$ cat src/source/dcache_pkg.sv
`default_nettype none

package dcache_pkg;

    // cache geometry
    localparam int words_per_line = 16;
    localparam int num_ways       = 2;
    localparam int num_sets       = 128;
    localparam int bytes_per_word = 4;

    localparam int offset_bits = 4;
    localparam int index_bits  = 7;
    localparam int tag_bits    = 19;

    typedef logic [8*bytes_per_word-1:0] word_t;
    typedef logic [bytes_per_word-1:0]   strobe_t;
    typedef logic [tag_bits-1:0]         tag_t;
    typedef logic [index_bits-1:0]       index_t;
    typedef logic [offset_bits-1:0]      offset_t;
    typedef logic                        way_t;

    // byte address as seen by the cache
    typedef struct packed {
        tag_t       tag;
        index_t     index;
        offset_t    offset;
        logic [1:0] align;
    } addr_t;

    // word address into the data array
    typedef struct packed {
        way_t    way;
        index_t  index;
        offset_t offset;
    } ram_addr_t;

endpackage

`default_nettype wire

$ cat src/source/dcache_ifs.sv
`default_nettype none

// one port of the data array
interface ram_port_if;
    import dcache_pkg::*;

    logic      en;
    strobe_t   strobe;
    ram_addr_t addr;
    word_t     wdata;
    word_t     rdata;

    modport user (output en, strobe, addr, wdata, input rdata);
    modport ram  (input en, strobe, addr, wdata, output rdata);
endinterface

// miss hand-off, lookup to refill sequencer
interface miss_if;
    import dcache_pkg::*;

    logic   miss_valid;
    logic   miss_ready;
    index_t index;
    tag_t   tag;
    way_t   victim_way;
    tag_t   victim_tag;
    logic   victim_dirty;

    modport lookup (
        output miss_valid, index, tag, victim_way, victim_tag, victim_dirty,
        input  miss_ready
    );
    modport engine (
        input  miss_valid, index, tag, victim_way, victim_tag, victim_dirty,
        output miss_ready
    );
endinterface

// line commands, writeback beats and fill beats
interface line_bus_if;
    import dcache_pkg::*;

    logic  cmd_valid;
    logic  cmd_ready;
    logic  cmd_write;
    addr_t cmd_line;
    logic  wb_valid;
    word_t wb_data;
    logic  wb_done;
    logic  fill_valid;
    word_t fill_data;
    logic  fill_last;

    modport engine (
        output cmd_valid, cmd_write, cmd_line, wb_valid, wb_data,
        input  cmd_ready, wb_done, fill_valid, fill_data, fill_last
    );
    modport port (
        input  cmd_valid, cmd_write, cmd_line, wb_valid, wb_data,
        output cmd_ready, wb_done, fill_valid, fill_data, fill_last
    );
endinterface

`default_nettype wire

$ cat src/source/miss_engine.sv
`default_nettype none

module miss_engine (
    input logic        clk,
    input logic        resetn,
    miss_if.engine     miss,
    ram_port_if.user   ram,
    line_bus_if.engine bus
);
    import dcache_pkg::*;

    typedef enum logic [2:0] {
        S_IDLE, S_VICTIM, S_WB_CMD, S_FETCH_CMD, S_REFILL, S_DONE
    } state_t;

    state_t  state;
    offset_t offset_q;
    logic    rd_pending_q;
    logic    wb_sent_q;

    // victim words leave port B one cycle after their read
    assign bus.wb_valid = rd_pending_q;
    assign bus.wb_data  = ram.rdata;

    // write command waits for the last victim word
    assign bus.cmd_valid = (state == S_WB_CMD && !rd_pending_q && !wb_sent_q)
                        || state == S_FETCH_CMD;
    assign bus.cmd_write = (state == S_WB_CMD);
    assign bus.cmd_line  = '{
        tag:    (state == S_WB_CMD) ? miss.victim_tag : miss.tag,
        index:  miss.index,
        offset: '0,
        align:  '0
    };

    assign ram.en     = (state == S_VICTIM) || (state == S_REFILL && bus.fill_valid);
    assign ram.strobe = {bytes_per_word{state == S_REFILL}};
    assign ram.addr   = '{way: miss.victim_way, index: miss.index, offset: offset_q};
    assign ram.wdata  = bus.fill_data;

    assign miss.miss_ready = (state == S_DONE);

    always_ff @(posedge clk) begin
        if (resetn) begin
            state        <= S_IDLE;
            offset_q     <= '0;
            rd_pending_q <= 1'b0;
            wb_sent_q    <= 1'b0;
        end else begin
            rd_pending_q <= (state == S_VICTIM);
            case (state)
                S_IDLE: begin
                    offset_q <= '0;
                    if (miss.miss_valid) begin
                        state <= miss.victim_dirty ? S_VICTIM : S_FETCH_CMD;
                    end
                end
                S_VICTIM: begin
                    offset_q <= offset_q + 1'b1;
                    if (offset_q == offset_t'(words_per_line - 1)) begin
                        state <= S_WB_CMD;
                    end
                end
                S_WB_CMD: begin
                    if (bus.cmd_valid && bus.cmd_ready) begin
                        wb_sent_q <= 1'b1;
                    end
                    if (bus.wb_done) begin
                        wb_sent_q <= 1'b0;
                        state     <= S_FETCH_CMD;
                    end
                end
                S_FETCH_CMD: begin
                    if (bus.cmd_ready) begin
                        state <= S_REFILL;
                    end
                end
                S_REFILL: begin
                    if (bus.fill_valid) begin
                        offset_q <= offset_q + 1'b1;
                        if (bus.fill_last) begin
                            state <= S_DONE;
                        end
                    end
                end
                S_DONE: state <= S_IDLE;
                default: state <= S_IDLE;
            endcase
        end
    end

    // memory only returns data for a fetch issued from here
    assert property (@(posedge clk) disable iff (resetn)
        bus.fill_valid |-> state == S_REFILL);

endmodule

`default_nettype wire

$ cat src/flat_wrapper.sv
// flat-port wrapper written by rule: the top's interface ports become plain ports
module miss_engine_flat import dcache_pkg::*;
  (clk, resetn, miss_miss_valid, miss_index, miss_tag, miss_victim_way, miss_victim_tag, miss_victim_dirty, miss_miss_ready, ram_en, ram_strobe, ram_addr, ram_wdata, ram_rdata, bus_cmd_valid, bus_cmd_write, bus_cmd_line, bus_wb_valid, bus_wb_data, bus_cmd_ready, bus_wb_done, bus_fill_valid, bus_fill_data, bus_fill_last);
  miss_if miss_i ();
  ram_port_if ram_i ();
  line_bus_if bus_i ();
  input logic clk;
  input logic resetn;
  input wire logic [$bits(miss_i.miss_valid)-1:0] miss_miss_valid;
  input wire logic [$bits(miss_i.index)-1:0] miss_index;
  input wire logic [$bits(miss_i.tag)-1:0] miss_tag;
  input wire logic [$bits(miss_i.victim_way)-1:0] miss_victim_way;
  input wire logic [$bits(miss_i.victim_tag)-1:0] miss_victim_tag;
  input wire logic [$bits(miss_i.victim_dirty)-1:0] miss_victim_dirty;
  output wire logic [$bits(miss_i.miss_ready)-1:0] miss_miss_ready;
  output wire logic [$bits(ram_i.en)-1:0] ram_en;
  output wire logic [$bits(ram_i.strobe)-1:0] ram_strobe;
  output wire logic [$bits(ram_i.addr)-1:0] ram_addr;
  output wire logic [$bits(ram_i.wdata)-1:0] ram_wdata;
  input wire logic [$bits(ram_i.rdata)-1:0] ram_rdata;
  output wire logic [$bits(bus_i.cmd_valid)-1:0] bus_cmd_valid;
  output wire logic [$bits(bus_i.cmd_write)-1:0] bus_cmd_write;
  output wire logic [$bits(bus_i.cmd_line)-1:0] bus_cmd_line;
  output wire logic [$bits(bus_i.wb_valid)-1:0] bus_wb_valid;
  output wire logic [$bits(bus_i.wb_data)-1:0] bus_wb_data;
  input wire logic [$bits(bus_i.cmd_ready)-1:0] bus_cmd_ready;
  input wire logic [$bits(bus_i.wb_done)-1:0] bus_wb_done;
  input wire logic [$bits(bus_i.fill_valid)-1:0] bus_fill_valid;
  input wire logic [$bits(bus_i.fill_data)-1:0] bus_fill_data;
  input wire logic [$bits(bus_i.fill_last)-1:0] bus_fill_last;
  assign miss_i.miss_valid = miss_miss_valid;
  assign miss_i.index = miss_index;
  assign miss_i.tag = miss_tag;
  assign miss_i.victim_way = miss_victim_way;
  assign miss_i.victim_tag = miss_victim_tag;
  assign miss_i.victim_dirty = miss_victim_dirty;
  assign miss_miss_ready = miss_i.miss_ready;
  assign ram_en = ram_i.en;
  assign ram_strobe = ram_i.strobe;
  assign ram_addr = ram_i.addr;
  assign ram_wdata = ram_i.wdata;
  assign ram_i.rdata = ram_rdata;
  assign bus_cmd_valid = bus_i.cmd_valid;
  assign bus_cmd_write = bus_i.cmd_write;
  assign bus_cmd_line = bus_i.cmd_line;
  assign bus_wb_valid = bus_i.wb_valid;
  assign bus_wb_data = bus_i.wb_data;
  assign bus_i.cmd_ready = bus_cmd_ready;
  assign bus_i.wb_done = bus_wb_done;
  assign bus_i.fill_valid = bus_fill_valid;
  assign bus_i.fill_data = bus_fill_data;
  assign bus_i.fill_last = bus_fill_last;
  miss_engine u_core (.clk(clk), .resetn(resetn), .miss(miss_i), .ram(ram_i), .bus(bus_i));
endmodule
$ cat config.mk
export PLATFORM = sky130hd
export DESIGN_NAME = miss_engine_flat
export DESIGN_NICKNAME = d
export VERILOG_FILES = /design/src/source/dcache_pkg.sv /design/src/source/dcache_ifs.sv /design/src/source/miss_engine.sv /design/src/flat_wrapper.sv
export SDC_FILE = /design/constraint.sdc
export NUM_CORES = 1
export LEC_CHECK = 0
export ABC_CLOCK_PERIOD_IN_PS = 1200
export BUFFER_PORTS_ARGS = -buffer_cell sky130_fd_sc_hd__buf_4
export CORE_AREA = 5 5 88 90
export DETAILED_ROUTE_END_ITERATION = 8
export DIE_AREA = 0 0 93 95
export PLACE_DENSITY = 0.66
export RECOVER_POWER = 50
export SKIP_LAST_GASP = 1
export SYNTH_ARGS = -nofsm -noshare
export SYNTH_HDL_FRONTEND = slang
export SYNTH_SLANG_ARGS = --single-unit
$ cat constraint.sdc
create_clock -name clk -period 1.2 [get_ports clk]
set_input_delay 0.12 -clock clk [delete_from_list [all_inputs] [get_ports clk]]
set_output_delay 0.12 -clock clk [all_outputs]
set_load 0.01 [all_outputs]
==> Word level (Yosys, flattened, before mapping) <==
Index checks and enable logic that the tools add are counted.
{ "word_totals": {"in_bits": 118, "register_bits": 9, "word_cells": 44} }
{ "classes": {"n_reduce_logical": 14, "mux": 13, "n_eq_ne": 12, "n_addsub": 1} }
{ "op_table": {"columns": ["cell", "count"], "rows": [
  ["19-bit two-way mux", 1],
  ["3-bit two-way mux", 6],
  ["3-bit case mux with 5 select lines", 1],
  ["4-bit case mux with 3 select lines", 1],
  ["3-bit by 2-bit == test with 1-bit output (second input constant)", 2],
  ["3-bit == test (second input constant)", 2],
  ["2-bit by 1-bit != test with 1-bit output (second input constant)", 3],
  ["2-bit != test (second input constant)", 3],
  ["6-bit AND reduction", 1],
  ["4-bit by 1-bit adder with 4-bit output (second input constant)", 1],
  ["4-bit == test (second input constant)", 1],
  ["1-bit logical AND", 4],
  ["4-bit two-way mux", 1],
  ["2-bit AND reduction", 2],
  ["3-bit by 1-bit == test with 1-bit output (second input constant)", 1],
  ["3-bit logical NOT", 1],
  ["3-bit nonzero test", 1],
  ["1-bit logical NOT", 2],
  ["1-bit logical OR", 2],
  ["1-bit two-way mux", 2],
  ["2-bit two-way mux", 1],
  ["2-bit nonzero test", 1]
]} }

==> Logic depth before layout (Yosys ltp) <==
{ "logic_depth": {"word_depth": 7, "depth_mapped": 5, "depth_no_buf": 5} }

==> Worst setup path after synthesis <==
Ideal clock, no wire load.
{ "synth_timing": {"path_type": "reg2out", "from": "register u_core.state[2]", "to": "output port ram_strobe[1]", "arrival_ns": 1.277, "path_stages_with_launch": 5, "slack_ns": -0.197, "cell_sequence": "dfxtp_1 -> buf_4 -> inv_2 -> nor3_1 -> buf_4"} }
{ "synth_between": {"elab_chain_len": 1} }
{ "synth_lines": {"columns": ["element", "line", "rtl"], "rows": [
  ["from (decl)", "miss_engine.sv:16", "state_t state;"],
  ["from (signal assigned)", "miss_engine.sv:55", "state <= miss.victim_dirty ? S_VICTIM : S_FETCH_CMD;"],
  ["3-bit == test", "miss_engine.sv:37", "assign ram.strobe = {bytes_per_word{state == S_REFILL}};"],
  ["to (decl)", "flat_wrapper.sv:17", "output wire logic [$bits(ram_i.strobe)-1:0] ram_strobe;"]
]} }
No other way between the ends.

==> Final worst setup path <==
{ "layout_timing": {"from": "register u_core.state[1]", "to": "output port bus_cmd_line[22]"} }
{ "layout_between": {"elab_chain_len": 2} }
{ "layout_lines": {"columns": ["element", "line", "rtl"], "rows": [
  ["3-bit by 2-bit == test with 1-bit output", "miss_engine.sv:30", "tag: (state == S_WB_CMD) ? miss.victim_tag : miss.tag,"],
  ["19-bit two-way mux", "miss_engine.sv:30", null],
  ["to (decl)", "flat_wrapper.sv:23", "output wire logic [$bits(bus_i.cmd_line)-1:0] bus_cmd_line;"]
]} }
No other way between the ends.

==> metrics <==
detailed-route wire length 4120 µm; setup ws final -0.436 ns; CTS Buffer Depth 2; Post-Syn Area 1450 µm²; Worst Hold Class in -> reg; #FFs+latches synth 9; TNS Setup -9.05 ns; Die ar. 8840 µm²; nets 309; Distinct cells, synth 39; Achievable Freq 0.611 GHz; max-slew violation count 0; Power Density 1010 nW/µm²; post-DP HPWL 3060 µm; die width 93 µm; combinational share of power 62.7%; design area 1870 µm²; via count 1,141; DRC viols 0; Num Clock Sinks 9; latest clock arrival within the worst-skew pair 0.23 ns; Max Cap Viol 0; Worst Setup End Kind primary output; top_reg_cell synth dfxtp_1; 1st-iter DRT viols 18; Avg Synthesized Cell Area 8.21 µm²; sequential area share after synthesis 12.5%; Wirelength per Cell 15.2 µm; Ys Warns 0; Final setup viols 33; hold worst-path end u_core.wb_sent_q; vias per cell 4.21; starting density of the core 20.7%; number of global-route vias before repair 1,069; CP max FO 6; CTS clk-pin slew, worst paths 0.05 ns; Final GP Congestion 0.718; failing checks negative setup slack; wire length of the first global-routing pass 5480 µm; Leakage Power 0.871 nW; row count 31; total track usage 7.89%; area leader, netlist buf_4; I/O pin count 235; Filler cells 745; post-route ant nets 0; worst vdd ir 0.000666 V; CTS tree done; IO buf count 77; internal power 1.27 mW; Max Clock Skew 0.00256 ns; Cells after DPL 256; share of layout cells above drive strength 1 73.0%; Hold Path Cell Cnt 2; worst hold slack 0.0822 ns; number of synthesized flops with an enable pin 0; RSZ-0062 raised after global routing true; Arr. time, crit path 1.52 ns; CTS root buf clkbuf_8; initial antenna violation count 0; reg2reg end u_core.wb_sent_q; top cell type's share of synthesized area 47.3%; GRT overflow 0; CP Launch Type flip-flop; Non-Filler Instances 271; htree depth 1; status complete, but fails checks; Async SR Flop Fraction 0%; Clk pwr share 18.7%; critical path class reg -> out; Die Y 95 µm; Post-Syn Instances 176; top cells by area, synth buf_4 (47%), mux2_1 (13%), dfxtp_1 (12%); Reg-to-Reg Start u_core.state[1]; Net Switching 0.613 mW; total core area 6980 µm²; largest net degree at the start of global routing 13; Final period util 136%; First-pass DRT Iterations 4; R2R cell count 6; diode count 0; min Tclk post-route 1.64 ns; final hold vios 0; Flop pwr share 18.5%; DP Area 1560 µm²; area grow syn2layout 29.7%; required time worst endpoint 1.08 ns; Num CTS Buffers 3; FF-to-FF setup slack -0.10 ns; Switching Share 32.5%; Hold Crit Start bus_wb_done
-- cells in the mapped netlist, drive strengths merged (2+ instances only) --
master	number
nand3	2
buf	94
inv	3
nand3b	2
nor2b	2
dfxtp	9
a31oi	3
nor3b	2
a211oi	3
a21oi	3
nand2b	2
mux2	19
o21ai	3
nor2	7
nand2	7
mux2i	2
-- stage by stage --
| step | utilization [%] | worst slack [ns] | power, mW |
|---|---|---|---|
| CTS | 24.7 | -0.445 | 1.72 |
| detailed placement | 22.4 | -0.187 | 1.28 |
| floorplan | - | -0.0698 | 1.13 |
| global placement | 22.4 | -0.159 | 1.27 |
| global route | 26.8 | -0.506 | 2.02 |
| finish | 26.8 | -0.436 | 1.89 |
-- layout by cell type (no fill, tap or decap), types with 3 or more instances in the layout --
master / Yosys / layout
dfxtp_2: 0 / 3
a31oi_1: 3 / 3
nand2_1: 7 / 6
buf_4: 91 / 74
dfxtp_1: 9 / 6
nor2_1: 6 / 5
mux2_4: 0 / 11
conb_1: 1 / 6
mux2_2: 2 / 8
clkbuf_8: 0 / 3
buf_6: 1 / 21
-- power groups by stage --
| stage | clock (mW) | combinational (mW) | sequential [mW] |
|---|---|---|---|
| floorplan | 0 | 0.768 | 0.361 |
| global placement | 0 | 0.916 | 0.350 |
| detailed placement | 0 | 0.923 | 0.352 |
| CTS | 0.365 | 1.01 | 0.347 |
| global route | 0.399 | 1.27 | 0.353 |
| finish | 0.354 | 1.18 | 0.350 |
-- state kept, by name (all words and copies together), names as in the netlist --
| name | count |
|---|---|
| u_core.wb_sent_q | 1 |
| u_core.offset_q | 4 |
| u_core.state | 3 |
| u_core.bus.wb_valid | 1 |
-- per-layer routing --
| metal | up-vias | share of wire (%) | GRT usage (%) |
|---|---|---|---|
| li1 | 515 | - | - |
| met1 | 509 | 32 | 7.28 |
| met2 | 84 | 50 | 12.9 |
| met3 | 33 | 14 | 5.26 |
| met4 | 0 | 4.5 | 4.88 |
| met5 | - | 0 | 0 |
-- area by class of cell --
class | instances | area, µm² | share of cell area, %
repair buffers | 98 | 857 | 45.7
multi-input cells | 75 | 672 | 35.8
flip-flops and latches | 9 | 184 | 9.81
well taps | 82 | 103 | 5.47
clock buffers | 4 | 45.0 | 2.40
inverters | 3 | 13.8 | 0.734
-- what timing repair did --
item	in CTS	in global routing
gates resized for setup	15	32
endpoints found under the setup margin	29	35
pin swaps	8	8
cloned	0	1
hold buffers	0	0
buffers inserted	7	6
-- worst max path at each step --
stage                    startpoint          endpoint  slack (ns)  cells after the start
finish              u_core.state[1]  bus_cmd_line[22]       -0.44                      5
global route        u_core.state[1]  bus_cmd_line[27]       -0.51                      5
CTS                 u_core.state[1]  bus_cmd_line[22]       -0.45                      5
detailed placement  u_core.state[1]  bus_cmd_line[22]       -0.19                      5
global placement    u_core.state[1]  bus_cmd_line[18]       -0.16                      5
floorplan           u_core.state[1]  bus_cmd_line[20]       -0.07                      4
-- cell families after synthesis --
kind of cell | synth area share (%)
xor gates and xnor gates | 0.606
muxes | 16.2
other | 0.259
and+or+nand+nor | 10.3
AOI/OAI and AO/OA | 9.87
adders and majority gates | 0.866
DFF | 12.5
buffers and inverters | 49.4
-- worst max-delay path, cell delays in order (launching register included) --
cell     delay (ns)
dfxtp_2        0.32
nor2b_4        0.14
and2b_4        0.21
buf_12         0.14
mux2_2         0.33
buf_4          0.14
Power figures use the tool's default switching activity.
