$ cat src/source/dcache_pkg.sv
`default_nettype none

package dcache_pkg;

    // cache geometry
    localparam int words_per_line = 16;
    localparam int num_ways       = 2;
    localparam int num_sets       = 128;
    localparam int bytes_per_word = 4;

    localparam int offset_bits = 4;
    localparam int index_bits  = 7;
    localparam int tag_bits    = 19;

    typedef logic [8*bytes_per_word-1:0] word_t;
    typedef logic [bytes_per_word-1:0]   strobe_t;
    typedef logic [tag_bits-1:0]         tag_t;
    typedef logic [index_bits-1:0]       index_t;
    typedef logic [offset_bits-1:0]      offset_t;
    typedef logic                        way_t;

    // byte address as seen by the cache
    typedef struct packed {
        tag_t       tag;
        index_t     index;
        offset_t    offset;
        logic [1:0] align;
    } addr_t;

    // word address into the data array
    typedef struct packed {
        way_t    way;
        index_t  index;
        offset_t offset;
    } ram_addr_t;

endpackage

`default_nettype wire

$ cat src/source/dcache_ifs.sv
`default_nettype none


// line commands, writeback beats and fill beats
interface line_bus_if;
    import dcache_pkg::*;

    logic  cmd_valid;
    logic  cmd_ready;
    logic  cmd_write;
    addr_t cmd_line;
    logic  wb_valid;
    word_t wb_data;
    logic  wb_done;
    logic  fill_valid;
    word_t fill_data;
    logic  fill_last;

    modport engine (
        output cmd_valid, cmd_write, cmd_line, wb_valid, wb_data,
        input  cmd_ready, wb_done, fill_valid, fill_data, fill_last
    );
    modport port (
        input  cmd_valid, cmd_write, cmd_line, wb_valid, wb_data,
        output cmd_ready, wb_done, fill_valid, fill_data, fill_last
    );
endinterface

`default_nettype wire

$ cat src/source/mem_burst_port.sv
`default_nettype none

module mem_burst_port (
    input  logic              clk,
    input  logic              resetn,
    line_bus_if.port          bus,
    output logic              mem_req_valid,
    output logic              mem_req_write,
    output dcache_pkg::addr_t mem_req_addr,
    output dcache_pkg::word_t mem_req_wdata,
    output logic              mem_req_last,
    input  logic              mem_req_ready,
    input  logic              mem_rvalid,
    input  dcache_pkg::word_t mem_rdata,
    input  logic              mem_rlast
);
    import dcache_pkg::*;

    typedef enum logic [1:0] {S_IDLE, S_WRITE, S_READ_REQ, S_READ_DATA} state_t;

    state_t  state;
    addr_t   line_q;
    offset_t beat_q;
    offset_t fill_ptr_q;
    // victim line buffer
    word_t   line_buf [words_per_line];

    assign bus.cmd_ready  = (state == S_IDLE);
    assign bus.fill_valid = mem_rvalid;
    assign bus.fill_data  = mem_rdata;
    assign bus.fill_last  = mem_rlast;

    assign mem_req_valid = (state == S_WRITE) || (state == S_READ_REQ);
    assign mem_req_write = (state == S_WRITE);
    assign mem_req_wdata = line_buf[beat_q];
    assign mem_req_last  = (state == S_WRITE) && beat_q == offset_t'(words_per_line - 1);

    // write beats step the word address, the fetch uses the line base
    always_comb begin
        mem_req_addr        = line_q;
        mem_req_addr.offset = beat_q;
    end

    always_ff @(posedge clk) begin
        if (resetn) begin
            state       <= S_IDLE;
            beat_q      <= '0;
            fill_ptr_q  <= '0;
            bus.wb_done <= 1'b0;
        end else begin
            bus.wb_done <= 1'b0;
            if (bus.wb_valid) begin
                fill_ptr_q <= fill_ptr_q + 1'b1;
            end
            case (state)
                S_IDLE: begin
                    if (bus.cmd_valid) begin
                        beat_q <= '0;
                        state  <= bus.cmd_write ? S_WRITE : S_READ_REQ;
                    end
                end
                S_WRITE: begin
                    if (mem_req_ready) begin
                        beat_q <= beat_q + 1'b1;
                        if (mem_req_last) begin
                            bus.wb_done <= 1'b1;
                            state       <= S_IDLE;
                        end
                    end
                end
                S_READ_REQ: begin
                    if (mem_req_ready) begin
                        state <= S_READ_DATA;
                    end
                end
                S_READ_DATA: begin
                    if (mem_rvalid && mem_rlast) begin
                        state <= S_IDLE;
                    end
                end
                default: state <= S_IDLE;
            endcase
        end
    end

    always_ff @(posedge clk) begin
        if (bus.wb_valid) begin
            line_buf[fill_ptr_q] <= bus.wb_data;
        end
        if (state == S_IDLE && bus.cmd_valid) begin
            line_q <= bus.cmd_line;
        end
    end

endmodule

`default_nettype wire

$ cat src/flat_wrapper.sv
// flat-port wrapper written by rule: the top's interface ports become plain ports
module mem_burst_port_flat import dcache_pkg::*;
  (clk, resetn, mem_req_valid, mem_req_write, mem_req_addr, mem_req_wdata, mem_req_last, mem_req_ready, mem_rvalid, mem_rdata, mem_rlast, bus_cmd_valid, bus_cmd_write, bus_cmd_line, bus_wb_valid, bus_wb_data, bus_cmd_ready, bus_wb_done, bus_fill_valid, bus_fill_data, bus_fill_last);
  line_bus_if bus_i ();
  input  logic clk;
  input  logic resetn;
  output logic mem_req_valid;
  output logic mem_req_write;
  output dcache_pkg::addr_t mem_req_addr;
  output dcache_pkg::word_t mem_req_wdata;
  output logic mem_req_last;
  input  logic mem_req_ready;
  input  logic mem_rvalid;
  input  dcache_pkg::word_t mem_rdata;
  input  logic mem_rlast;
  input wire logic [$bits(bus_i.cmd_valid)-1:0] bus_cmd_valid;
  input wire logic [$bits(bus_i.cmd_write)-1:0] bus_cmd_write;
  input wire logic [$bits(bus_i.cmd_line)-1:0] bus_cmd_line;
  input wire logic [$bits(bus_i.wb_valid)-1:0] bus_wb_valid;
  input wire logic [$bits(bus_i.wb_data)-1:0] bus_wb_data;
  output wire logic [$bits(bus_i.cmd_ready)-1:0] bus_cmd_ready;
  output wire logic [$bits(bus_i.wb_done)-1:0] bus_wb_done;
  output wire logic [$bits(bus_i.fill_valid)-1:0] bus_fill_valid;
  output wire logic [$bits(bus_i.fill_data)-1:0] bus_fill_data;
  output wire logic [$bits(bus_i.fill_last)-1:0] bus_fill_last;
  assign bus_i.cmd_valid = bus_cmd_valid;
  assign bus_i.cmd_write = bus_cmd_write;
  assign bus_i.cmd_line = bus_cmd_line;
  assign bus_i.wb_valid = bus_wb_valid;
  assign bus_i.wb_data = bus_wb_data;
  assign bus_cmd_ready = bus_i.cmd_ready;
  assign bus_wb_done = bus_i.wb_done;
  assign bus_fill_valid = bus_i.fill_valid;
  assign bus_fill_data = bus_i.fill_data;
  assign bus_fill_last = bus_i.fill_last;
  mem_burst_port u_core (.clk(clk), .resetn(resetn), .bus(bus_i), .mem_req_valid(mem_req_valid), .mem_req_write(mem_req_write), .mem_req_addr(mem_req_addr), .mem_req_wdata(mem_req_wdata), .mem_req_last(mem_req_last), .mem_req_ready(mem_req_ready), .mem_rvalid(mem_rvalid), .mem_rdata(mem_rdata), .mem_rlast(mem_rlast));
endmodule
$ cat config.mk
export PLATFORM = sky130hd
export DESIGN_NAME = mem_burst_port_flat
export DESIGN_NICKNAME = d
export VERILOG_FILES = /design/src/source/dcache_pkg.sv /design/src/source/dcache_ifs.sv /design/src/source/mem_burst_port.sv /design/src/flat_wrapper.sv
export SDC_FILE = /design/constraint.sdc
export NUM_CORES = 1
export LEC_CHECK = 0
export BUFFER_PORTS_ARGS = -buffer_cell sky130_fd_sc_hd__buf_2
export CAP_MARGIN = 5
export CORE_MARGIN = 2
export CORE_UTILIZATION = 53
export CTS_CLUSTER_DIAMETER = 50
export DETAILED_ROUTE_END_ITERATION = 12
export PLACE_DENSITY = 0.76
export SETUP_SLACK_MARGIN = 0.1
export SLEW_MARGIN = 20
export SYNTH_ARGS = -nofsm -noshare
export SYNTH_HDL_FRONTEND = slang
export SYNTH_SLANG_ARGS = --single-unit
$ cat constraint.sdc
create_clock -name clk -period 1.7 [get_ports clk]
set_input_delay 0 -clock clk [delete_from_list [all_inputs] [get_ports clk]]
set_output_delay 0 -clock clk [all_outputs]
set_load 0.005 [all_outputs]
After elaboration in Yosys (flattened, before gate mapping)

Memories as Yosys holds them, arrays and structs flattened. A register that Yosys moved wholly into a read port is not among the register bits.
Index checks and enable logic that the tools add are counted.

RAM bits: 512
Memories: 1
Register bits after elaboration: 39
Logic and storage cells: 45
Output and inout bits: 103
Bits of input ports: 104

Memories:

| memory          | words | bits a word | read ports | clocked after Yosys merged registers in | write ports | line                 | source |
|---|---|---|---|---|---|---|---|
| u_core.line_buf | 16    | 32          | 1          | 1                                       | 1           | mem_burst_port.sv:26 | `word_t line_buf [words_per_line];` |

Add/subtract/negate cells: 2
Reduce and logical (&&, ||, !) cells: 9
Equality and inequality tests: 9
Muxes and demuxes: 15
Bitwise operators: 2

Operators by type and width:

| kind                  | count |
|---|---|
| $mux W4               | 4 |
| $mux W2               | 6 |
| $add A4 B1 Y4 const B | 2 |
| $pmux W2 S4           | 1 |
| $pmux W4 S2           | 1 |
| $ne A2 B1 Y1 const B  | 3 |
| $reduce_and A5 Y1     | 1 |
| $eq A2 B2 Y1 const B  | 2 |
| $eq A4 B4 Y1 const B  | 1 |
| $ne A2 B2 Y1 const B  | 2 |
| $logic_and A1 B1 Y1   | 3 |
| $mux W1               | 3 |
| $reduce_and A3 Y1     | 1 |
| $reduce_or A3 Y1      | 1 |
| $eq A2 B1 Y1 const B  | 1 |
| $logic_not A2 Y1      | 1 |
| $not A1 Y1            | 2 |
| $reduce_bool A2 Y1    | 1 |
| $logic_or A1 B1 Y1    | 1 |

Logic depth before layout (Yosys ltp)

Gate-level depths: netlist of run 1.

Depth after elaboration: 5
Mapped depth: 5
Mapped depth without buffers: 5

Worst setup path after synthesis of run 1

OpenSTA, ideal clock, no wires.

Kind: register to register
Start: register u_core.fill_ptr_q[2]
End: memory u_core.line_buf[0][0] (netlist bit) (enable)
Required time: 1.308 ns
Setup time: 0.392 ns
Path slack: -0.146 ns
Path buffers: 0
Data arrival time: 1.454 ns
Clock period less this slack: 1.846 ns
Stages on the path, launching flop included: 3
Path through: dfxtp_1 nor3b_1 and2_1

RTL lines:

| what                   | line                 | source |
|---|---|---|
| from (decl)            | mem_burst_port.sv:24 | `offset_t fill_ptr_q;` |
| from (signal assigned) | mem_burst_port.sv:53 | `fill_ptr_q <= fill_ptr_q + 1'b1;` |
| to (decl)              | mem_burst_port.sv:26 |  |

No word-level cell before the write port.

==> impl_metrics.tcl, run 1 <==
set metrics [dict create \
    outcome "finished with violations" \
    failed_checks "setup timing" \
    pwr_density_cell_nw_per_um2 1160 \
    timing.critical_path.fanout_max 6 \
    critical_path_required_ns 1.70 \
    syn_nets 1059 \
    die-area_um2 41400 \
    synth_top_area_share_pct 77.0 \
    setup_tns_ns -18.76 \
    pin_count 207 \
    fin_nets 1337 \
    report.final.hold_viol_count 0 \
    wire_per_inst_um 27.4 \
    drtPass1Iterations 7 \
    setup_viol 32 \
    antenna_violations_before_repair 1 \
    preCtsSetupSlack_ns -0.0528 \
    areaGrowthSynthToFinish_pct 24.9 \
    worst_path_max_delay_cell "sky130_fd_sc_hd__mux4_2" \
    hp-class "in -> out" \
    clock_tree.root_cell "sky130_fd_sc_hd__clkbuf_16" \
    syn_area_um2 21100 \
    report.power.total_mw 30.6 \
    start_util_pct 53.4 \
    ant_nets 0 \
    ys_dominant_reg_cell "sky130_fd_sc_hd__edfxtp_1" \
    combinationalPowerShare_pct 10.9 \
    ys_warn_count 0 \
    yosys_register_bits 555 \
    yosysTopAreaCell "sky130_fd_sc_hd__edfxtp_1" \
    timing.slew.headroom_pct 71.3 \
    synth_area_per_cell_um2 22.3 \
    dpl_wire_length_mm 24.9 \
    timing_worst_slew_pin_value_ns 0.426 \
    filler_cell_count 2413 \
    switching_share_of_power_pct 22.2 \
    worst_skew_pair.late_latency_ns 0.61 \
    cell_internal_pwr_mw 23.8 \
    delay_of_the_slowest_cell_on_the_worst_path_ns 0.52 \
    placement.io_buffers 138 \
    cts_inserted_buffers 56 \
    chipWidth_um 203 \
    number_of_global_route_vias_before_repair 11300 \
    pwr-share-clk_pct 38.6 \
    cap_viol_max_count 0 \
    ctsLongestPathBuffers 3 \
    path_delay_family "buffers and inverters" \
    core_region_area_um2 39500 \
    setup_ws_ns -0.626 \
    tritoncts_clock_tree "built" \
    most_common_cell_after_layout_fill_and_taps_aside "sky130_fd_sc_hd__edfxtp_1" \
    final_cell_mix "540 x sky130_fd_sc_hd__edfxtp_1, 133 x sky130_fd_sc_hd__buf_2, 128 x sky130_fd_sc_hd__mux4_2" \
    pin_count_of_the_biggest_net_entering_global_routing 33 \
    clkSlewWorstSetupHoldPaths_ns 0.07 \
    worst-path-buf-inv 4 \
    cellLeakagePower_nw 8.58 \
    worst_clock_skew_ns 0.0236 \
    vertical_die_dimension_um 203 \
    fmax_mhz 430 \
    drive_above_1_share_pct 43.1 \
    power_switching_mw 6.81 \
    wl_mm 49.1 \
    grt_first_pass_wirelength_mm 71.8 \
    numClockSinks 555 \
    postSynthCellCount 945 \
    peak_vdd_ir_v 0.000882 \
    vias 10700 \
    worstSetupPathType "reg -> out" \
    netlist_top_cells_area "sky130_fd_sc_hd__edfxtp_1 77%, sky130_fd_sc_hd__mux4_2 14%, sky130_fd_sc_hd__a22oi_1 2.3%" \
    rsz0062_at_grt "true" \
    slew_limit_fails 0 \
    synth-async-reset-ratio_pct 0 \
    post_synth_edffs 540 \
    nature_of_the_critical_path_startpoint "flip-flop" \
    gr-usage-all-layers_pct 23.9 \
    finalWorstPathRequiredPeriod_ns 2.33 \
    timing.critical_path.to_type "primary output" \
    p_seq_share_pct 50.6 \
    min_period_over_period_pct 137 \
    endpoint_arrival_time_on_the_critical_path_ns 2.33 \
    globalplace.congestion 0.721 \
    detailedRoute.firstIterationViolations 1170 \
    drc_errors 0 \
    crit_path_frequent_cell "sky130_fd_sc_hd__buf_12" \
    globalRoute.totalOverflow 0 \
    post_synth_num_cell_types 34 \
    drt-vias-per-instance 5.97 \
    clock_tree.htree_level_count 2 \
    floorplan.rows 73 \
    ys_seq_area_share_pct 78.4 \
    crit_chain "buf_12 > buf_12 > buf_16 > mux4_2 > a22oi_2 > nand2_1 > buf_2" \
]
## per-stage QoR
stage,hold slack (ns),utilization (%),instance area [um2],instances
6_report,0.00000224,66.7,26300,1794
5_1_grt,0.0000117,66.7,26300,1794
4_1_cts,0.0000346,65.9,26000,1788
3_5_place_dp,0.0000346,58.7,23200,1603
3_3_place_gp,0.0000346,58.7,23200,1603
2_1_floorplan,0.0808,-,21100,945
## final cells by class
| class | count | area (um2) | share of cell area, % |
|---|---|---|---|
| tap | 525 | 657 | 2.50 |
| inverter | 5 | 23.8 | 0.0903 |
| antenna | 1 | 2.50 | 0.00951 |
| timing repair buffer | 299 | 2850 | 10.8 |
| multi-input combinational | 306 | 4510 | 17.1 |
| sequential | 555 | 16500 | 62.8 |
| clock inverter | 36 | 282 | 1.07 |
| clock buffer | 67 | 1460 | 5.56 |
## cells by family (layout without fill, tap and decap cells)
| logic type | count (synthesis) | after routing | synth area share, % |
|---|---|---|---|
| AO/OA/AOI/OAI | 77 | 77 | 2.69 |
| XOR/XNOR | 3 | 3 | 0.125 |
| adder cells (fa/ha/maj) | 10 | 10 | 0.594 |
| buffers and inverters | 84 | 407 | 2.30 |
| flip-flops | 555 | 555 | 78.4 |
| multiplexers | 133 | 133 | 13.9 |
| other | 0 | 1 | 0 |
| AND/OR/NAND/NOR | 83 | 83 | 1.97 |
## timing repair
item / 4_1_cts / 5_1_grt
gates resized for setup: 44 / 51
endpoints found under the hold margin: 555 / 0
endpoints found under the setup margin: 38 / 195
buffers inserted: 13 / 5
hold buffers: 65 / 0
gates cloned: 4 / 2
pin swaps: 12 / 42
## per-layer routing
layer	routed length [um]	track usage, %	vias to the layer above
met5	0	0	-
met4	1150	7.46	0
met3	2850	3.80	91
met2	25700	40.9	421
met1	19400	32.0	5706
li1	-	-	4499
## Yosys cell counts, types with 2 or more instances
master	number
sky130_fd_sc_hd__nand4_1	3
sky130_fd_sc_hd__mux2_2	3
sky130_fd_sc_hd__o21ai_0	3
sky130_fd_sc_hd__inv_1	5
sky130_fd_sc_hd__clkbuf_1	18
sky130_fd_sc_hd__buf_4	43
sky130_fd_sc_hd__nor2_1	9
sky130_fd_sc_hd__xor2_1	2
sky130_fd_sc_hd__nand2_1	35
sky130_fd_sc_hd__dfxtp_1	15
sky130_fd_sc_hd__edfxtp_1	540
sky130_fd_sc_hd__buf_1	11
sky130_fd_sc_hd__a21oi_1	5
sky130_fd_sc_hd__nand2b_1	4
sky130_fd_sc_hd__nand3_1	3
sky130_fd_sc_hd__buf_2	7
sky130_fd_sc_hd__ha_1	10
sky130_fd_sc_hd__mux2i_1	2
sky130_fd_sc_hd__mux4_2	128
sky130_fd_sc_hd__a22oi_1	64
sky130_fd_sc_hd__nor2b_1	5
sky130_fd_sc_hd__and2_1	18
## path summary, 6_finish.rpt
path / to / from / depth (start not counted) / slack (ns)
worst max-delay path: mem_req_wdata[22] / flip-flop / 7 / -0.63
worst min-delay path: bus_fill_data[0] / mem_rdata[0] / 0 / 0.000002
worst max register to register: u_core.state[0] / u_core.state[0] / 5 / 0.09
worst min register to register: u_core.beat_q[2] / u_core.beat_q[2] / 2 / 0.54
## sequential cells by signal, summed over array words and instances (netlist names), named ones only
name / count
u_core.beat_q: 4
u_core.mem_req_addr: 28
u_core.bus.wb_done: 1
u_core.state: 2
u_core.line_buf: 512
u_core.fill_ptr_q: 4
## power by group through the flow
| stage | logic (mW) | clock network, mW | registers (mW) |
|---|---|---|---|
| 2_1_floorplan | 1.55 | 0 | 15.8 |
| 3_3_place_gp | 2.58 | 0 | 15.7 |
| 3_5_place_dp | 2.65 | 0 | 15.7 |
| 4_1_cts | 3.15 | 11.9 | 15.5 |
| 5_1_grt | 3.56 | 12.4 | 15.5 |
| 6_report | 3.34 | 11.8 | 15.5 |
(Power assumes the default switching activity.)
==> run 2: changes to the inputs <==
--- a/config.mk
+++ b/config.mk
@@ -11,7 +11,7 @@
 export CORE_UTILIZATION = 53
 export CTS_CLUSTER_DIAMETER = 50
 export DETAILED_ROUTE_END_ITERATION = 12
-export PLACE_DENSITY = 0.76
+export PLACE_DENSITY = 0.74
 export SETUP_SLACK_MARGIN = 0.1
 export SLEW_MARGIN = 20
 export SYNTH_ARGS = -nofsm -noshare
==> impl_metrics.tcl, run 2 (synthesis gave the netlist of run 1 again) <==
set metrics [dict create \
    antenna_violations_before_repair 0 \
    place.detailed.instances 1600 \
    pwr_density_cell_nw_per_um2 1150 \
    drt-vias-per-instance 5.96 \
    cts_inserted_buffers 54 \
    min_period_over_period_pct 139 \
    timing.critical_path.fanout_max 5 \
    detailedRoute.firstIterationViolations 950 \
    wire_per_inst_um 27.2 \
    setup_ws_ns -0.666 \
    power_switching_mw 6.67 \
    crit_chain "buf_12 > buf_12 > buf_8 > mux4_2 > a22oi_2 > nand2_1 > buf_2" \
    crit_path_frequent_cell "sky130_fd_sc_hd__buf_12" \
    preCtsSetupSlack_ns -0.124 \
    final_cell_mix "540 x sky130_fd_sc_hd__edfxtp_1, 136 x sky130_fd_sc_hd__buf_2, 128 x sky130_fd_sc_hd__mux4_2" \
    slew_limit_fails 0 \
    drc_errors 0 \
    globalplace.congestion 0.709 \
    nature_of_the_critical_path_startpoint "flip-flop" \
    areaGrowthSynthToFinish_pct 25.1 \
    switching_share_of_power_pct 22.0 \
    p_seq_share_pct 51.1 \
    worst_path_max_delay_cell "sky130_fd_sc_hd__mux4_2" \
    worstSetupEndpoint "mem_req_wdata[14]" \
    dpl_wire_length_mm 24.9 \
    endpoint_arrival_time_on_the_critical_path_ns 2.37 \
    wl_mm 48.9 \
    vertical_die_dimension_um 203 \
    final_core_utilization_pct 66.8 \
    finalWorstPathRequiredPeriod_ns 2.37 \
    hp-class "in -> out" \
    worst_hold_path.num_cells 0 \
    chipWidth_um 203 \
    fin_nets 1343 \
    combinationalPowerShare_pct 11.4 \
    worst_clock_skew_ns 0.0160 \
    ant_nets 0 \
    r2r_cells 5 \
    setup_tns_ns -18.65 \
    numClockSinks 555 \
    fmax_mhz 423 \
    grt_first_pass_wirelength_mm 70.7 \
    report.power.total_mw 30.3 \
    pin_count 207 \
    delay_of_the_slowest_cell_on_the_worst_path_ns 0.53 \
    antenna_cells 0 \
    placement.io_buffers 138 \
    peak_vdd_ir_v 0.000977 \
    cap_viol_max_count 0 \
    largest_register_ffs 512 \
    timing.critical_path.to_type "primary output" \
    pwr-share-clk_pct 37.4 \
    start_util_pct 53.4 \
    timing_worst_slew_pin_value_ns 0.375 \
    rsz0062_at_grt "true" \
    vias 10700 \
    cell_internal_pwr_mw 23.6 \
    worstReg2RegEnd "u_core.state[0]" \
    number_of_global_route_vias_before_repair 11100 \
    worst_skew_pair.late_latency_ns 0.61 \
    globalRoute.totalOverflow 0 \
    regToRegSetupSlack_ns 0.10 \
    core_region_area_um2 39500 \
    pin_count_of_the_biggest_net_entering_global_routing 39 \
    die-area_um2 41400 \
    clock_tree.root_cell "sky130_fd_sc_hd__clkbuf_16" \
    clock_tree.htree_level_count 2 \
    clkSlewWorstSetupHoldPaths_ns 0.06 \
    timing.slew.headroom_pct 74.8 \
    largest_register "u_core.line_buf" \
    ctsLongestPathBuffers 3 \
    worstSetupPathType "reg -> out" \
    report.final.hold_viol_count 0 \
    critical_path_required_ns 1.70 \
    drive_above_1_share_pct 43.1 \
    cellLeakagePower_nw 8.61 \
    most_common_cell_after_layout_fill_and_taps_aside "sky130_fd_sc_hd__edfxtp_1" \
    rr_startpoint "u_core.state[0]" \
    outcome "finished with violations" \
    failed_checks "setup timing" \
    drtPass1Iterations 6 \
    setup_viol 32 \
    gr-usage-all-layers_pct 23.8 \
    post_layout_nonfiller_instances 1798 \
    tritoncts_clock_tree "built" \
    floorplan.rows 73 \
]
-- run 2: worst min path at each step --
stage | start | to | slack [ns]
finish | mem_rdata[0] | bus_fill_data[0] | 0.000002
global route | mem_rdata[18] | bus_fill_data[18] | 0.00001
CTS | mem_rdata[4] | bus_fill_data[4] | 0.00003
detailed placement | mem_rdata[4] | bus_fill_data[4] | 0.00003
global placement | mem_rdata[4] | bus_fill_data[4] | 0.00003
floorplan | mem_rdata[0] | bus_fill_data[0] | 0.08
-- run 2: layout make-up --
class | count | area [um2]
clock buffers | 64 | 1390
clock inverters | 36 | 280
fillers | 2428 | 13100
inverters | 5 | 23.8
multi-input cells | 306 | 4520
flip-flops and latches | 555 | 16500
well taps | 525 | 657
repair buffers | 307 | 2970
-- run 2: through the flow --
| stage | hold slack, ns | cell area, um2 |
|---|---|---|
| 5_1_grt | 0.0000117 | 26400 |
| 3_3_place_gp | 0.0000346 | 23100 |
| 3_5_place_dp | 0.0000346 | 23100 |
| 6_report | 0.00000224 | 26400 |
| 2_1_floorplan | 0.0808 | 21100 |
| 4_1_cts | 0.0000346 | 26100 |
-- run 2: routing by layer --
layer	vias to the layer above	wire length (um)	global-route usage [%]
met4	0	1370	8.03
met3	118	3710	4.91
met1	5588	18200	30.6
li1	4501	-	-
met5	-	0	0
met2	518	25600	40.9
-- run 2: what timing repair did --
action                     CTS  global route
hold buffers                65             0
gates resized for setup     66            35
setup buffers               19             6
cloned                       6             3
pin swaps                   30            20
hold endpoints to repair   555             0
setup endpoints to repair   37            80
-- run 2: power groups by stage --
stage	logic (mW)	registers (mW)	clock network (mW)
CTS	3.25	15.5	11.5
global route	3.69	15.5	12.0
finish	3.46	15.5	11.3
global placement	2.56	15.7	0
detailed placement	2.61	15.8	0
floorplan	1.55	15.8	0
-- run 2: worst max-delay path, delay by kind of cell (launching register included) --
family	cells	cell delay [ns]
compound gates	1	0.22
simple gates	1	0.10
mux	1	0.53
flops	1	0.40
buf+inv	4	0.52
==> run 3: changes to the inputs <==
--- a/config.mk
+++ b/config.mk
@@ -5,10 +5,11 @@
 export SDC_FILE = /design/constraint.sdc
 export NUM_CORES = 1
 export LEC_CHECK = 0
+export ABC_AREA = 1
 export BUFFER_PORTS_ARGS = -buffer_cell sky130_fd_sc_hd__buf_2
 export CAP_MARGIN = 5
 export CORE_MARGIN = 2
-export CORE_UTILIZATION = 53
+export CORE_UTILIZATION = 54
 export CTS_CLUSTER_DIAMETER = 50
 export DETAILED_ROUTE_END_ITERATION = 12
 export PLACE_DENSITY = 0.74
==> impl_metrics.tcl, run 3 <==
set metrics [dict create \
    critical_path_required_ns 1.70 \
    syn_area_um2 23000 \
    largest_register "u_core.line_buf" \
    floorplan.rows 75 \
    ctsLongestPathBuffers 3 \
    nature_of_the_critical_path_startpoint "flip-flop" \
    outcome "finished with violations" \
    clock_tree.htree_level_count 2 \
    synth-async-reset-ratio_pct 0 \
    drive_above_1_share_pct 17.4 \
    timing.slew.headroom_pct 69.5 \
    path_delay_family "simple AND/OR/NAND/NOR gates" \
    timing_worst_slew_pin_value_ns 0.458 \
    final_cell_mix "813 x sky130_fd_sc_hd__nand2_1, 540 x sky130_fd_sc_hd__edfxtp_1, 227 x sky130_fd_sc_hd__nand3_1" \
    synth_area_per_cell_um2 11.0 \
    placement.io_buffers 138 \
    fmax_mhz 454 \
    failed_checks "setup timing" \
    peak_vdd_ir_v 0.00109 \
    synth_top_area_share_pct 70.4 \
    crit_chain "clkinv_8 > buf_12 > nand2_1 > nand3_1 > nand3_1 > nand3_1 > nand2_1 > buf_2" \
    preCtsSetupSlack_ns 0.0205 \
    wl_mm 61.1 \
    report.final.hold_viol_count 0 \
    min_period_over_period_pct 130 \
    antenna_violations_before_repair 1 \
    globalRoute.totalOverflow 0 \
    hp-class "in -> out" \
    yosys-top-cells-count "839 x sky130_fd_sc_hd__nand2_1, 540 x sky130_fd_sc_hd__edfxtp_1, 261 x sky130_fd_sc_hd__nand3_1" \
    setup_viol 32 \
    worst_clock_skew_ns 0.0259 \
    worst_path_max_delay_cell "sky130_fd_sc_hd__dfxtp_4" \
    ant_nets 0 \
    post_layout_nonfiller_instances 2901 \
    delay_of_the_slowest_cell_on_the_worst_path_ns 0.46 \
    worstSetupPathType "reg -> out" \
    netlist_top_cells_area "sky130_fd_sc_hd__edfxtp_1 70%, sky130_fd_sc_hd__nand2_1 14%, sky130_fd_sc_hd__nand3_1 5.7%" \
    filler_cell_count 2800 \
    syn_nets 2206 \
    detailedRoute.firstIterationViolations 1948 \
    timing.critical_path.fanout_max 30 \
    clock_tree.root_cell "sky130_fd_sc_hd__clkbuf_16" \
    vias 16300 \
    pin_count_of_the_biggest_net_entering_global_routing 73 \
    cap_viol_max_count 0 \
    drc_errors 0 \
    postSynthCellCount 2092 \
    globalplace.congestion 0.800 \
    largest_register_ffs 512 \
    grt_first_pass_wirelength_mm 88.2 \
    clkSlewWorstSetupHoldPaths_ns 0.06 \
    areaGrowthSynthToFinish_pct 23.6 \
    cellLeakagePower_nw 11.5 \
    dpl_wire_length_mm 29.0 \
    cts_inserted_buffers 55 \
    ys_warn_count 0 \
    timing.critical_path.to_type "primary output" \
    number_of_global_route_vias_before_repair 15700 \
    endpoint_arrival_time_on_the_critical_path_ns 2.20 \
    worst_skew_pair.late_latency_ns 0.61 \
    post-synth-top-count-cell "sky130_fd_sc_hd__nand2_1" \
    fin_nets 2432 \
    core_region_area_um2 42000 \
    drt-vias-per-instance 5.61 \
    gr-usage-all-layers_pct 26.5 \
    final_core_utilization_pct 67.7 \
    start_util_pct 54.8 \
    ys_dominant_reg_cell "sky130_fd_sc_hd__edfxtp_1" \
    post_synth_num_cell_types 20 \
    setup_tns_ns -11.92 \
    slew_limit_fails 0 \
    pin_count 207 \
    numClockSinks 555 \
    chipWidth_um 210 \
    finalWorstPathRequiredPeriod_ns 2.20 \
    crit_path_frequent_cell "sky130_fd_sc_hd__nand3_1" \
    report.power.total_mw 33.1 \
    tritoncts_clock_tree "built" \
    wire_per_inst_um 21.1 \
    worst-path-buf-inv 3 \
    post_synth_edffs 540 \
    rsz0062_at_grt "true" \
    drtPass1Iterations 5 \
    pwr_density_cell_nw_per_um2 1160 \
    vertical_die_dimension_um 210 \
    place.detailed.instances 2691 \
    die-area_um2 44300 \
    yosysTopAreaCell "sky130_fd_sc_hd__edfxtp_1" \
    yosys_register_bits 555 \
    most_common_cell_after_layout_fill_and_taps_aside "sky130_fd_sc_hd__nand2_1" \
    ys_seq_area_share_pct 71.7 \
    setup_ws_ns -0.502 \
]
==> run 3: final timing paths <==
check | cells after the start | to | start | slack (ns)
worst max-delay path | 8 | mem_req_wdata[25] | flip-flop | -0.50
worst min-delay path | 0 | bus_fill_data[22] | mem_rdata[22] | 0.000002
worst min register to register | 2 | u_core.state[1] | u_core.state[1] | 0.52
worst max register to register | 4 | u_core.line_buf[11][15] | u_core.fill_ptr_q[2] | 0.14
==> run 3: worst register-to-register path, stage by stage, from the launching register on <==
cell and delay, ns:
sky130_fd_sc_hd__dfxtp_1 0.33, sky130_fd_sc_hd__inv_1 0.14, sky130_fd_sc_hd__nand2_1 0.27, sky130_fd_sc_hd__nor2_4 0.23, sky130_fd_sc_hd__buf_12 0.26
==> run 3: repair_timing <==
item,4_1_cts,5_1_grt
setup endpoints to repair,67,82
hold buffers,69,0
setup buffers,4,7
cloned,10,19
gates resized for setup,29,93
hold endpoints to repair,555,0
pin swaps,2,33
==> run 3: cell type report <==
type | count | area (um2) | area share (%)
clock buffers | 72 | 1480 | 5.21
repair buffers | 305 | 3310 | 11.6
flip-flops and latches | 555 | 16500 | 58.1
well taps | 539 | 674 | 2.37
diodes | 1 | 2.50 | 0.00879
clock inverters | 28 | 241 | 0.849
inverters | 162 | 627 | 2.20
multi-input cells | 1237 | 5570 | 19.6
repair inverters | 2 | 18.8 | 0.0660
==> run 3: cell families after synthesis <==
family,Yosys count,share of synthesized area [%]
XOR/XNOR,1,0.0381
adder cells (fa/ha/maj),10,0.544
AO/OA/AOI/OAI,41,0.989
flip-flops,555,71.7
AND/OR/NAND/NOR,1185,20.8
buffers and inverters,300,5.89
==> run 3: through the flow <==
stage / hold slack [ns] / area (um2)
floorplan: 0.0724 / 23200
CTS: 0.0000381 / 27700
detailed placement: 0.0000381 / 24800
global placement: 0.0000381 / 24800
global route: 0.0000120 / 28500
finish: 0.00000197 / 28500
==> run 3: metal layers <==
metal | part of all wire (%) | global-route usage, % | vias to the layer above
met5 | 0 | 0 | -
met4 | 3.6 | 11.1 | 0
met3 | 9.6 | 4.34 | 163
met2 | 50 | 45.1 | 927
met1 | 37 | 33.9 | 7777
li1 | - | - | 7398
==> run 3: power by group <==
part           internal (mW)  switching, mW  total (mW)
Combinational           2.50           3.40        5.90
Sequential              15.4          0.131        15.5
Clock                   6.62           5.07        11.7
Total                   24.5           8.60        33.1
